**config.mk**
```make
export PLATFORM = sky130hd
export DESIGN_NAME = nes_dma_bus
export DESIGN_NICKNAME = d
export VERILOG_FILES = /design/src/nes_bus_pkg.sv /design/src/bus_decoder.sv /design/src/clock_enables.sv /design/src/dma_sequencer.sv /design/src/nes_dma_bus.sv
export SDC_FILE = /design/constraint.sdc
export NUM_CORES = 1
export LEC_CHECK = 0
export BUFFER_PORTS_ARGS = -buffer_cell sky130_fd_sc_hd__buf_2
export CORE_UTILIZATION = 29
export CTS_BUF_LIST = sky130_fd_sc_hd__clkbuf_4 sky130_fd_sc_hd__clkbuf_8
export DETAILED_ROUTE_END_ITERATION = 8
export HOLD_SLACK_MARGIN = 0.05
export PLACE_DENSITY = 0.59
export SLEW_MARGIN = 15
export SYNTH_ARGS = -nofsm -noshare
export SYNTH_HDL_FRONTEND = slang
export SYNTH_HIERARCHICAL = 1
export SYNTH_SLANG_ARGS = --single-unit
```
**constraint.sdc**
```tcl
create_clock -name clk -period 3.7 [get_ports clk]
set_input_delay 0.37 -clock clk [delete_from_list [all_inputs] [get_ports clk]]
set_output_delay 0.37 -clock clk [all_outputs]
set_load 0.05 [all_outputs]
```
**src/nes_bus_pkg.sv**
```systemverilog
`default_nettype none
// ~~~~~~~~~~~~~~~~~~~~~~~~~~~~~~~~~~~~~~~~~~~~~~~~~~~~~~~~~~~~
// Console bus package with divider periods, register addresses,
// DMA sequencer state codes and the decoded CPU address word
// ~~~~~~~~~~~~~~~~~~~~~~~~~~~~~~~~~~~~~~~~~~~~~~~~~~~~~~~~~~~~

package nes_bus_pkg;

	// Master clock dividers
	localparam int cpu_div = 12;                     // 12 master clocks per CPU cycle
	localparam int ppu_div = 4;                      // 4 master clocks per PPU dot
	localparam int cpu_cnt_w = $clog2(cpu_div);
	localparam int ppu_cnt_w = $clog2(ppu_div);

	// Memory-mapped registers
	localparam logic [15:0] oam_dma_addr    = 16'h4014; // Sprite DMA page register
	localparam logic [15:0] oam_data_addr   = 16'h2004; // OAM data port, DMA target
	localparam logic [15:0] apu_status_addr = 16'h4015;
	localparam logic [15:0] joypad1_addr    = 16'h4016; // Read pad 1, write strobe
	localparam logic [15:0] joypad2_addr    = 16'h4017;

	// APU window, upper bound exclusive
	localparam logic [15:0] apu_base  = 16'h4000;
	localparam logic [15:0] apu_limit = 16'h4018;

	// PPU registers live in 0x2000-0x3fff
	localparam logic [2:0] ppu_region = 3'd1;

	// Sprite DMA state, bit 0 = pause, bit 1 = owns bus
	localparam logic [1:0] spr_idle    = 2'b00;
	localparam logic [1:0] spr_pending = 2'b01; // Waiting for odd read cycle
	localparam logic [1:0] spr_active  = 2'b11; // Read/write pairs running

	// One CPU address, two decodes
	typedef union packed {
		struct packed {
			logic [7:0] page;   // High byte, sprite source page
			logic [7:0] offset; // Low byte, stepped by DMA
		} pg;
		struct packed {
			logic [2:0]  region; // Top bits pick the 8K region
			logic [12:0] rest;
		} rg;
	} cpu_addr_u;

endpackage

`default_nettype wire

```
**src/bus_decoder.sv**
```systemverilog
`default_nettype none
// ~~~~~~~~~~~~~~~~~~~~~~~~~~~~~~~~~~~~~~~~~~~~~~~~~~~~~~~~~~~~
// CPU/DMA bus mux, APU and PPU selects, read data steering,
// open bus latch and joypad strobe/clock generation
// ~~~~~~~~~~~~~~~~~~~~~~~~~~~~~~~~~~~~~~~~~~~~~~~~~~~~~~~~~~~~

module bus_decoder (
	input  logic                  clk,
	input  logic                  reset,
	input  nes_bus_pkg::cpu_addr_u cpu_addr,
	input  logic [7:0]            cpu_dout,
	input  logic                  cpu_rnw,
	input  logic                  dma_enable,
	input  logic                  dma_read,
	input  nes_bus_pkg::cpu_addr_u dma_addr,
	input  logic [7:0]            dma_dout,
	input  logic [7:0]            mem_din,
	input  logic [7:0]            ppu_dout,
	input  logic [7:0]            apu_status,
	input  logic [4:0]            joypad1_data,
	input  logic [4:0]            joypad2_data,
	output nes_bus_pkg::cpu_addr_u bus_addr,
	output logic [7:0]            bus_dout,
	output logic                  bus_read,
	output logic                  bus_write,
	output logic                  apu_cs,
	output logic                  ppu_cs,
	output logic [7:0]            cpu_din,
	output logic [2:0]            joypad_out,   // Strobe bits from 0x4016 writes
	output logic [1:0]            joypad_clock  // Bit 0 = pad 1, bit 1 = pad 2
);
	import nes_bus_pkg::*;

	logic [7:0] open_bus;   // Last value seen on the data bus
	logic       joypad1_cs;
	logic       joypad2_cs;

	// DMA takes the bus outright whenever it asks
	assign bus_addr  = dma_enable ? dma_addr : cpu_addr;
	assign bus_dout  = dma_enable ? dma_dout : cpu_dout;
	assign bus_read  = dma_enable ? dma_read : cpu_rnw;
	assign bus_write = dma_enable ? !dma_read : !cpu_rnw;

	// Chip selects
	assign apu_cs = (bus_addr >= apu_base) && (bus_addr < apu_limit);
	assign ppu_cs = (bus_addr.rg.region == ppu_region);   // 0x2000-0x3fff, mirrored

	// Joypads sit inside the APU window
	assign joypad1_cs = (bus_addr == joypad1_addr);
	assign joypad2_cs = (bus_addr == joypad2_addr);
	assign joypad_clock = {joypad2_cs && bus_read, joypad1_cs && bus_read};

	// Read data back to the CPU
	always_comb begin
		if (reset) begin
			cpu_din = 8'h00;
		end else if (apu_cs) begin
			if (joypad1_cs)
				cpu_din = {open_bus[7:5], joypad1_data}; // Upper bits float
			else if (joypad2_cs)
				cpu_din = {open_bus[7:5], joypad2_data};
			else if (bus_addr == apu_status_addr)
				cpu_din = apu_status;
			else
				cpu_din = open_bus;                     // Write-only APU regs
		end else if (ppu_cs) begin
			cpu_din = ppu_dout;
		end else begin
			cpu_din = mem_din;
		end
	end

	// Bus capacitance holds the previous value
	always_ff @(posedge clk) begin
		open_bus <= cpu_din;
	end

	// Joypad strobe latch
	always_ff @(posedge clk) begin
		if (reset)
			joypad_out <= 3'b000;
		else if (joypad1_cs && bus_write)
			joypad_out <= bus_dout[2:0];    // Bit 0 strobes both pads
	end

endmodule

`default_nettype wire

```
**src/clock_enables.sv**
```systemverilog
`default_nettype none
// ~~~~~~~~~~~~~~~~~~~~~~~~~~~~~~~~~~~~~~~~~~~~~~~~~~~~~~~~~~~~
// Master clock divider for CPU and PPU clock enables
// plus the odd/even CPU cycle phase used by DMA
// ~~~~~~~~~~~~~~~~~~~~~~~~~~~~~~~~~~~~~~~~~~~~~~~~~~~~~~~~~~~~

module clock_enables (
	input  logic clk,
	input  logic reset,
	output logic cpu_ce,    // One clock wide, every 12 clocks
	output logic ppu_ce,    // One clock wide, every 4 clocks
	output logic odd_cycle  // 1 = odd CPU cycle
);
	import nes_bus_pkg::*;

	logic [cpu_cnt_w-1:0] cpu_cnt;
	logic [ppu_cnt_w-1:0] ppu_cnt;

	// Enables fire on the last count of each period
	assign cpu_ce = (cpu_cnt == cpu_cnt_w'(cpu_div - 1));
	assign ppu_ce = (ppu_cnt == ppu_cnt_w'(ppu_div - 1));

	// CPU divider
	always_ff @(posedge clk) begin
		if (reset)
			cpu_cnt <= '0;
		else if (cpu_ce)
			cpu_cnt <= '0;                          // Wrap
		else
			cpu_cnt <= cpu_cnt + cpu_cnt_w'(1);
	end

	// PPU divider, free running beside the CPU one
	always_ff @(posedge clk) begin
		if (reset)
			ppu_cnt <= '0;
		else if (ppu_ce)
			ppu_cnt <= '0;
		else
			ppu_cnt <= ppu_cnt + ppu_cnt_w'(1);
	end

	// First CPU cycle after reset counts as odd
	always_ff @(posedge clk) begin
		if (reset)
			odd_cycle <= 1'b1;
		else if (cpu_ce)
			odd_cycle <= ~odd_cycle;                // Flip at end of each CPU cycle
	end

endmodule

`default_nettype wire

```
**src/dma_sequencer.sv**
```systemverilog
`default_nettype none
// ~~~~~~~~~~~~~~~~~~~~~~~~~~~~~~~~~~~~~~~~~~~~~~~~~~~~~~~~~~~~
// Sprite (OAM) DMA and DMC sample DMA sequencer
// Pauses the CPU and takes the bus in read/write pairs
// ~~~~~~~~~~~~~~~~~~~~~~~~~~~~~~~~~~~~~~~~~~~~~~~~~~~~~~~~~~~~

module dma_sequencer (
	input  logic                  clk,
	input  logic                  reset,
	input  logic                  cpu_ce,
	input  logic                  odd_cycle,
	input  logic                  cpu_rnw,      // CPU read cycle when high
	input  nes_bus_pkg::cpu_addr_u cpu_addr,
	input  logic [7:0]            cpu_dout,     // Page number on a 0x4014 write
	input  logic [7:0]            mem_din,
	input  logic                  dmc_request,  // Held until dmc_ack
	input  nes_bus_pkg::cpu_addr_u dmc_addr,
	output logic                  dma_enable,   // DMA owns the bus
	output logic                  dma_read,
	output nes_bus_pkg::cpu_addr_u dma_addr,
	output logic [7:0]            dma_dout,
	output logic                  dmc_ack,
	output logic                  pause_cpu
);
	import nes_bus_pkg::*;

	logic [1:0] spr_state;
	logic       dmc_state;      // DMC accepted, waiting for its even slot
	cpu_addr_u  sprite_src;     // Source pointer, page:offset
	logic [7:0] sprite_data;    // Byte read on the even cycle
	logic [8:0] next_offset;    // Carry out flags the last byte
	logic       sprite_trigger;

	// Only a CPU write starts a transfer, and only from idle
	assign sprite_trigger = !cpu_rnw && (cpu_addr == oam_dma_addr) &&
		(spr_state == spr_idle);

	assign next_offset = {1'b0, sprite_src.pg.offset} + 9'd1;

	// DMC byte goes out on an even cycle, always a read
	assign dmc_ack    = dmc_state && !odd_cycle;
	assign dma_enable = dmc_ack || (spr_state == spr_active);
	assign pause_cpu  = (spr_state != spr_idle) || dmc_request; // Pending or running
	assign dma_read   = !odd_cycle;     // Reads on even, writes on odd
	assign dma_dout   = sprite_data;

	// Address select, DMC has priority over the sprite read
	always_comb begin
		if (dmc_ack)
			dma_addr = dmc_addr;
		else if (!odd_cycle)
			dma_addr = sprite_src;
		else
			dma_addr = oam_data_addr;
	end

	// Control state, one step per CPU cycle
	always_ff @(posedge clk) begin
		if (reset) begin
			spr_state <= spr_idle;
			dmc_state <= 1'b0;
		end else if (cpu_ce) begin
			if (!dmc_state && dmc_request && cpu_rnw && !odd_cycle)
				dmc_state <= 1'b1;                  // Accept on even read cycle
			else if (dmc_ack)
				dmc_state <= 1'b0;                  // Done after one access

			case (spr_state)
				spr_idle: begin
					if (sprite_trigger)
						spr_state <= spr_pending;
				end
				spr_pending: begin
					if (cpu_rnw && odd_cycle)
						spr_state <= spr_active;        // Aligned, reads start on even
				end
				spr_active: begin
					if (dmc_ack)
						spr_state <= spr_pending;       // Lost the read slot, realign
					else if (odd_cycle && next_offset[8])
						spr_state <= spr_idle;          // Wrote offset 255
				end
				default: spr_state <= spr_idle;
			endcase
		end
	end

	// Source pointer and data latch
	always_ff @(posedge clk) begin
		if (cpu_ce) begin
			if (sprite_trigger) begin
				sprite_src.pg.page   <= cpu_dout;
				sprite_src.pg.offset <= 8'h00;
			end
			if (spr_state == spr_active && odd_cycle)
				sprite_src.pg.offset <= next_offset[7:0]; // Step after each write
			if (spr_state == spr_active && !odd_cycle && !dmc_ack)
				sprite_data <= mem_din;
		end
	end

endmodule

`default_nettype wire

```
**src/nes_dma_bus.sv**
```systemverilog
`default_nettype none
// ~~~~~~~~~~~~~~~~~~~~~~~~~~~~~~~~~~~~~~~~~~~~~~~~~~~~~~~~~~~~
// DMA and bus section top, clock enables feed the DMA
// sequencer which feeds the bus decoder
// ~~~~~~~~~~~~~~~~~~~~~~~~~~~~~~~~~~~~~~~~~~~~~~~~~~~~~~~~~~~~

module nes_dma_bus (
	input  logic                  clk,
	input  logic                  reset,
	input  nes_bus_pkg::cpu_addr_u cpu_addr,
	input  logic [7:0]            cpu_dout,
	input  logic                  cpu_rnw,
	input  logic                  dmc_request,
	input  nes_bus_pkg::cpu_addr_u dmc_addr,
	input  logic [7:0]            mem_din,      // External memory read data
	input  logic [7:0]            ppu_dout,
	input  logic [7:0]            apu_status,
	input  logic [4:0]            joypad1_data,
	input  logic [4:0]            joypad2_data,
	output logic                  cpu_ce,
	output logic                  ppu_ce,
	output logic                  odd_cycle,
	output logic                  pause_cpu,
	output logic                  dmc_ack,
	output nes_bus_pkg::cpu_addr_u bus_addr,
	output logic [7:0]            bus_dout,
	output logic                  bus_read,
	output logic                  bus_write,
	output logic                  apu_cs,
	output logic                  ppu_cs,
	output logic [7:0]            cpu_din,
	output logic [2:0]            joypad_out,
	output logic [1:0]            joypad_clock
);
	import nes_bus_pkg::*;

	// DMA side of the bus mux
	logic       dma_enable;
	logic       dma_read;
	cpu_addr_u  dma_addr;
	logic [7:0] dma_dout;

	clock_enables clock_enables_i (
		.clk       (clk),
		.reset     (reset),
		.cpu_ce    (cpu_ce),
		.ppu_ce    (ppu_ce),
		.odd_cycle (odd_cycle)
	);

	// Sprite bytes come straight from memory, not the steered bus
	dma_sequencer dma_sequencer_i (
		.clk         (clk),
		.reset       (reset),
		.cpu_ce      (cpu_ce),
		.odd_cycle   (odd_cycle),
		.cpu_rnw     (cpu_rnw),
		.cpu_addr    (cpu_addr),
		.cpu_dout    (cpu_dout),
		.mem_din     (mem_din),
		.dmc_request (dmc_request),
		.dmc_addr    (dmc_addr),
		.dma_enable  (dma_enable),
		.dma_read    (dma_read),
		.dma_addr    (dma_addr),
		.dma_dout    (dma_dout),
		.dmc_ack     (dmc_ack),
		.pause_cpu   (pause_cpu)
	);

	bus_decoder bus_decoder_i (
		.clk          (clk),
		.reset        (reset),
		.cpu_addr     (cpu_addr),
		.cpu_dout     (cpu_dout),
		.cpu_rnw      (cpu_rnw),
		.dma_enable   (dma_enable),
		.dma_read     (dma_read),
		.dma_addr     (dma_addr),
		.dma_dout     (dma_dout),
		.mem_din      (mem_din),
		.ppu_dout     (ppu_dout),
		.apu_status   (apu_status),
		.joypad1_data (joypad1_data),
		.joypad2_data (joypad2_data),
		.bus_addr     (bus_addr),
		.bus_dout     (bus_dout),
		.bus_read     (bus_read),
		.bus_write    (bus_write),
		.apu_cs       (apu_cs),
		.ppu_cs       (ppu_cs),
		.cpu_din      (cpu_din),
		.joypad_out   (joypad_out),
		.joypad_clock (joypad_clock)
	);

endmodule

`default_nettype wire

```
==> flow_summary_export.csv <==
group,metric,value,unit
run_status,run_status,"finished clean",
layout,final_nets,500,
pwr,total_internal_power,0.7658,mW
yosys,syn_avg_cell_area,10.22,um^2
worst_setup_path,worst_path_largest_cell_delay,600,ps
cts,cts_htree_levels,2,
cts,max-clock-path-buffers,2,
timing,final_hold_viol_count,0,
cts,insertion_delay,300,ps
pwr,swShare,0.3207,
floorplan,start_util,0.3050,
global_routing,globalRoute.totalOverflow,0,
global_routing,first_global_vias,2754,
drt,wl_per_cell,17.04,um
global_routing,grt_pass1_wl,14210,um
yosys,synth_edf_count,24,
global_routing,antenna_found_initial,0,
cts,clock-root-buffer,"clkbuf_8",
cts,cts_inserted_buffers,5,
worst_setup_path,path_max_fanout,11,
layout,final_cells,549,
cts,cts-hold-fix-buffers,0,
cts,cts.sink_count,45,
worst_setup_path,crit_path_end_kind,"output pin",
floorplan,die_area,10300,um^2
floorplan,placementRows,35,
pwr,power_density,281.5,nW/um^2
pwr,power.ir.vdd_worst,0.1607,mV
floorplan,dieHeight,101.5,um
timing,total_setup_violations_reported_at_the_end_of_the_flow,0,
layout,fill_cells,957,
global_routing,track_usage,0.1824,
timing,rsz0062_at_grt,"false",
pwr,post-layout-total-power,1.127,mW
drt,vias,2798,
placed_design,gp_routability_congestion,0.8471,
worst_setup_path,crit_path_start_kind,"register",
yosys,synth.area.top_cells,"edfxtp_1 (25%), dfxtp_1 (15%), mux2i_1 (8.0%)",
yosys,ys_types,58,
pwr,gate_power_share,0.227,
timing,slew_violations,0,
placed_design,dpl.cell_count,537,
drt,drt-pass1-iter-count,4,
timing,relSlewSlack,0.3414,
drt,via_per_inst,5.097,
layout,synthToLayoutAreaGrowth,39.48,%
worst_setup_path,timing.critical_path.cells,"buf_6 -> mux2i_2 -> nand2_1 -> mux2_4 -> or4_4 -> a2111o_1 -> mux2i_1 -> a211oi_4 -> buf_6",
pwr,power.net_switching,0.3615,mW
layout,fraction_of_final_layout_cells_with_drive_strength_greater_than_1,0.4714,
floorplan,io_pins,124,
worst_setup_path,required,3330,ps
yosys,synth.top_cell.area_share,0.2510,
yosys,synth_area_leader_cell,"edfxtp_1",
worst_setup_path,critical_path.top_delay_family,"multiplexers",
yosys,netlist_area,2872,um^2
yosys,yosys_register_bits,45,
yosys,synth_top_flop_cell,"edfxtp_1",
drt,drt_iter0_markers,142,
pwr,p_clk_frac,0.294,
placed_design,place_hpwl,7479,um
timing,fin_setup_tns,0,ps
worst_setup_path,crit_path_frequent_cell,"buf_6",
worst_setup_path,worst-endpoint-arrival,3200,ps
cts,clk_pin_slew,100,ps
pwr,leakage,1.559,nW
timing,finalWorstPathRequiredPeriod,3568,ps
worst_setup_path,combined_buffer_and_inverter_count_along_the_critical_path,2,
yosys,synth_warnings,6,
floorplan,coreArea,9415,um^2
worst_setup_path,path_class,"reg2out",
yosys,most_numerous_cell_in_the_yosys_netlist,"nor2_1",
timing,fmaxAchievable,0.2803,GHz
timing,worst_pin_slew,985.4,ps
layout,diodes,0,
yosys,synth-seq-area-share,0.3974,
timing,skew,4.378,ps
yosys,async_flop_share,0,
placed_design,place.port_buffers,123,
drt,final_antenna_net_count,0,
cts,cts_tree,"done",
global_routing,largest_net_degree_at_the_start_of_global_routing,22,
drt,drc,0,
timing,final.period_utilization,0.9643,
yosys,syn_inst,281,
hold_path,hp-class,"in2reg",
yosys,postSynthNetCount,362,
floorplan,die_w,101.5,um
yosys,post_synth_most_frequent_cells,"nor2_1 (27), edfxtp_1 (24), mux2i_1 (23)",
job,max_cap_violations,0,
drt,totalWireLength,9353,um
pwr,power_frac_seq,0.479,
worst_setup_path,critical-path-slowest-cell,"or4_4",
[cell type report]
class | instances | area (um^2) | area share
Multi-Input combinational cell | 215 | 1758 | 0.4389
Timing Repair Buffer | 143 | 815.8 | 0.2037
Inverter | 9 | 33.78 | 0.008435
Clock inverter | 3 | 25.02 | 0.006248
Sequential cell | 45 | 1142 | 0.2852
Tap cell | 129 | 161.4 | 0.04030
Clock buffer | 5 | 68.82 | 0.01718
[stage by stage]
stage	cell area [um^2]	hold slack, ps	setup slack (ps)	utilization
detailed placement	3802	422.3	164.3	0.4039
global route	4005	230.7	4.373	0.4254
CTS	3949	237.7	27.09	0.4194
floorplan	2973	404.7	32.89	-
finish	4005	245.2	132.2	0.4254
global placement	3802	415.1	198.0	0.4039
[cells by family after synthesis]
kind of cell | synth area share
AOI/OAI and AO/OA | 0.1534
DFF | 0.3974
and+or+nand+nor | 0.2126
buffers and inverters | 0.03747
xor gates and xnor gates | 0.02092
muxes | 0.1651
adders and majority gates | 0.01307
[power by group through the flow]
stage,Clock [mW],Sequential (mW),Combinational (mW)
finish,0.332,0.540,0.256
floorplan,0,0.550,0.157
CTS,0.343,0.540,0.251
global route,0.370,0.541,0.271
detailed placement,0,0.551,0.247
global placement,0,0.550,0.244
[registers in the layout (all words and copies together), names as in the netlist]
signal	flops
dma_sequencer_i/sprite_src	16
bus_decoder_i/open_bus	8
dma_sequencer_i/dma_dout	8
clock_enables_i/cpu_cnt	4
bus_decoder_i/joypad_out	3
clock_enables_i/ppu_cnt	2
dma_sequencer_i/spr_state	2
clock_enables_i/odd_cycle	1
dma_sequencer_i/dmc_state	1
[path summary, 6_finish.rpt]
check / startpoint / to / slack [ps] / cells past startpoint
worst max-delay path: dma_sequencer_i/dmc_state / cpu_din[7] / 130 / 9
worst min-delay path: mem_din[6] / dma_sequencer_i/dma_dout[6] / 250 / 1
worst max register to register: dma_sequencer_i/dmc_state / bus_decoder_i/open_bus[7] / 910 / 8
worst min register to register: clock_enables_i/ppu_cnt[0] / clock_enables_i/ppu_cnt[0] / 440 / 1
[routing by layer]
metal / vias up / track usage / wire, um
li1: 1354 / - / -
met1: 1329 / 0.2440 / 4393
met2: 98 / 0.3015 / 4359
met3: 17 / 0.02761 / 419
met4: 0 / 0.05797 / 180
met5: - / 0 / 0
[placed cells by master (no fill, tap or decap), drive strengths merged, types with 4 or more instances in the layout]
cell and instances:
a211oi 12, a21oi 7, a2bb2oi 5, a311oi 5
and2 9, buf 143, clkbuf 5, dfxtp 21
edfxtp 24, inv 10, mux2 21, mux2i 23
nand2 21, nand2b 4, nand3 6, nor2 27
nor3 14, nor4 8, o22ai 6, or4 4
xnor2 4
[worst register-to-register path: cells and delay by family, from the launching register on]
| family | cells | cell delay (ps) |
|---|---|---|
| flops | 1 | 390 |
| compound gates | 2 | 700 |
| mux | 3 | 730 |
| buf+inv | 1 | 200 |
| simple gates | 2 | 670 |
[repair_timing]
action	4_1_cts	5_1_grt
hold endpoints to repair	0	0
setup endpoints to repair	8	9
buffers inserted	3	1
gates resized for setup	10	12
pin swaps	3	1
Power figures use the tool's default switching activity.
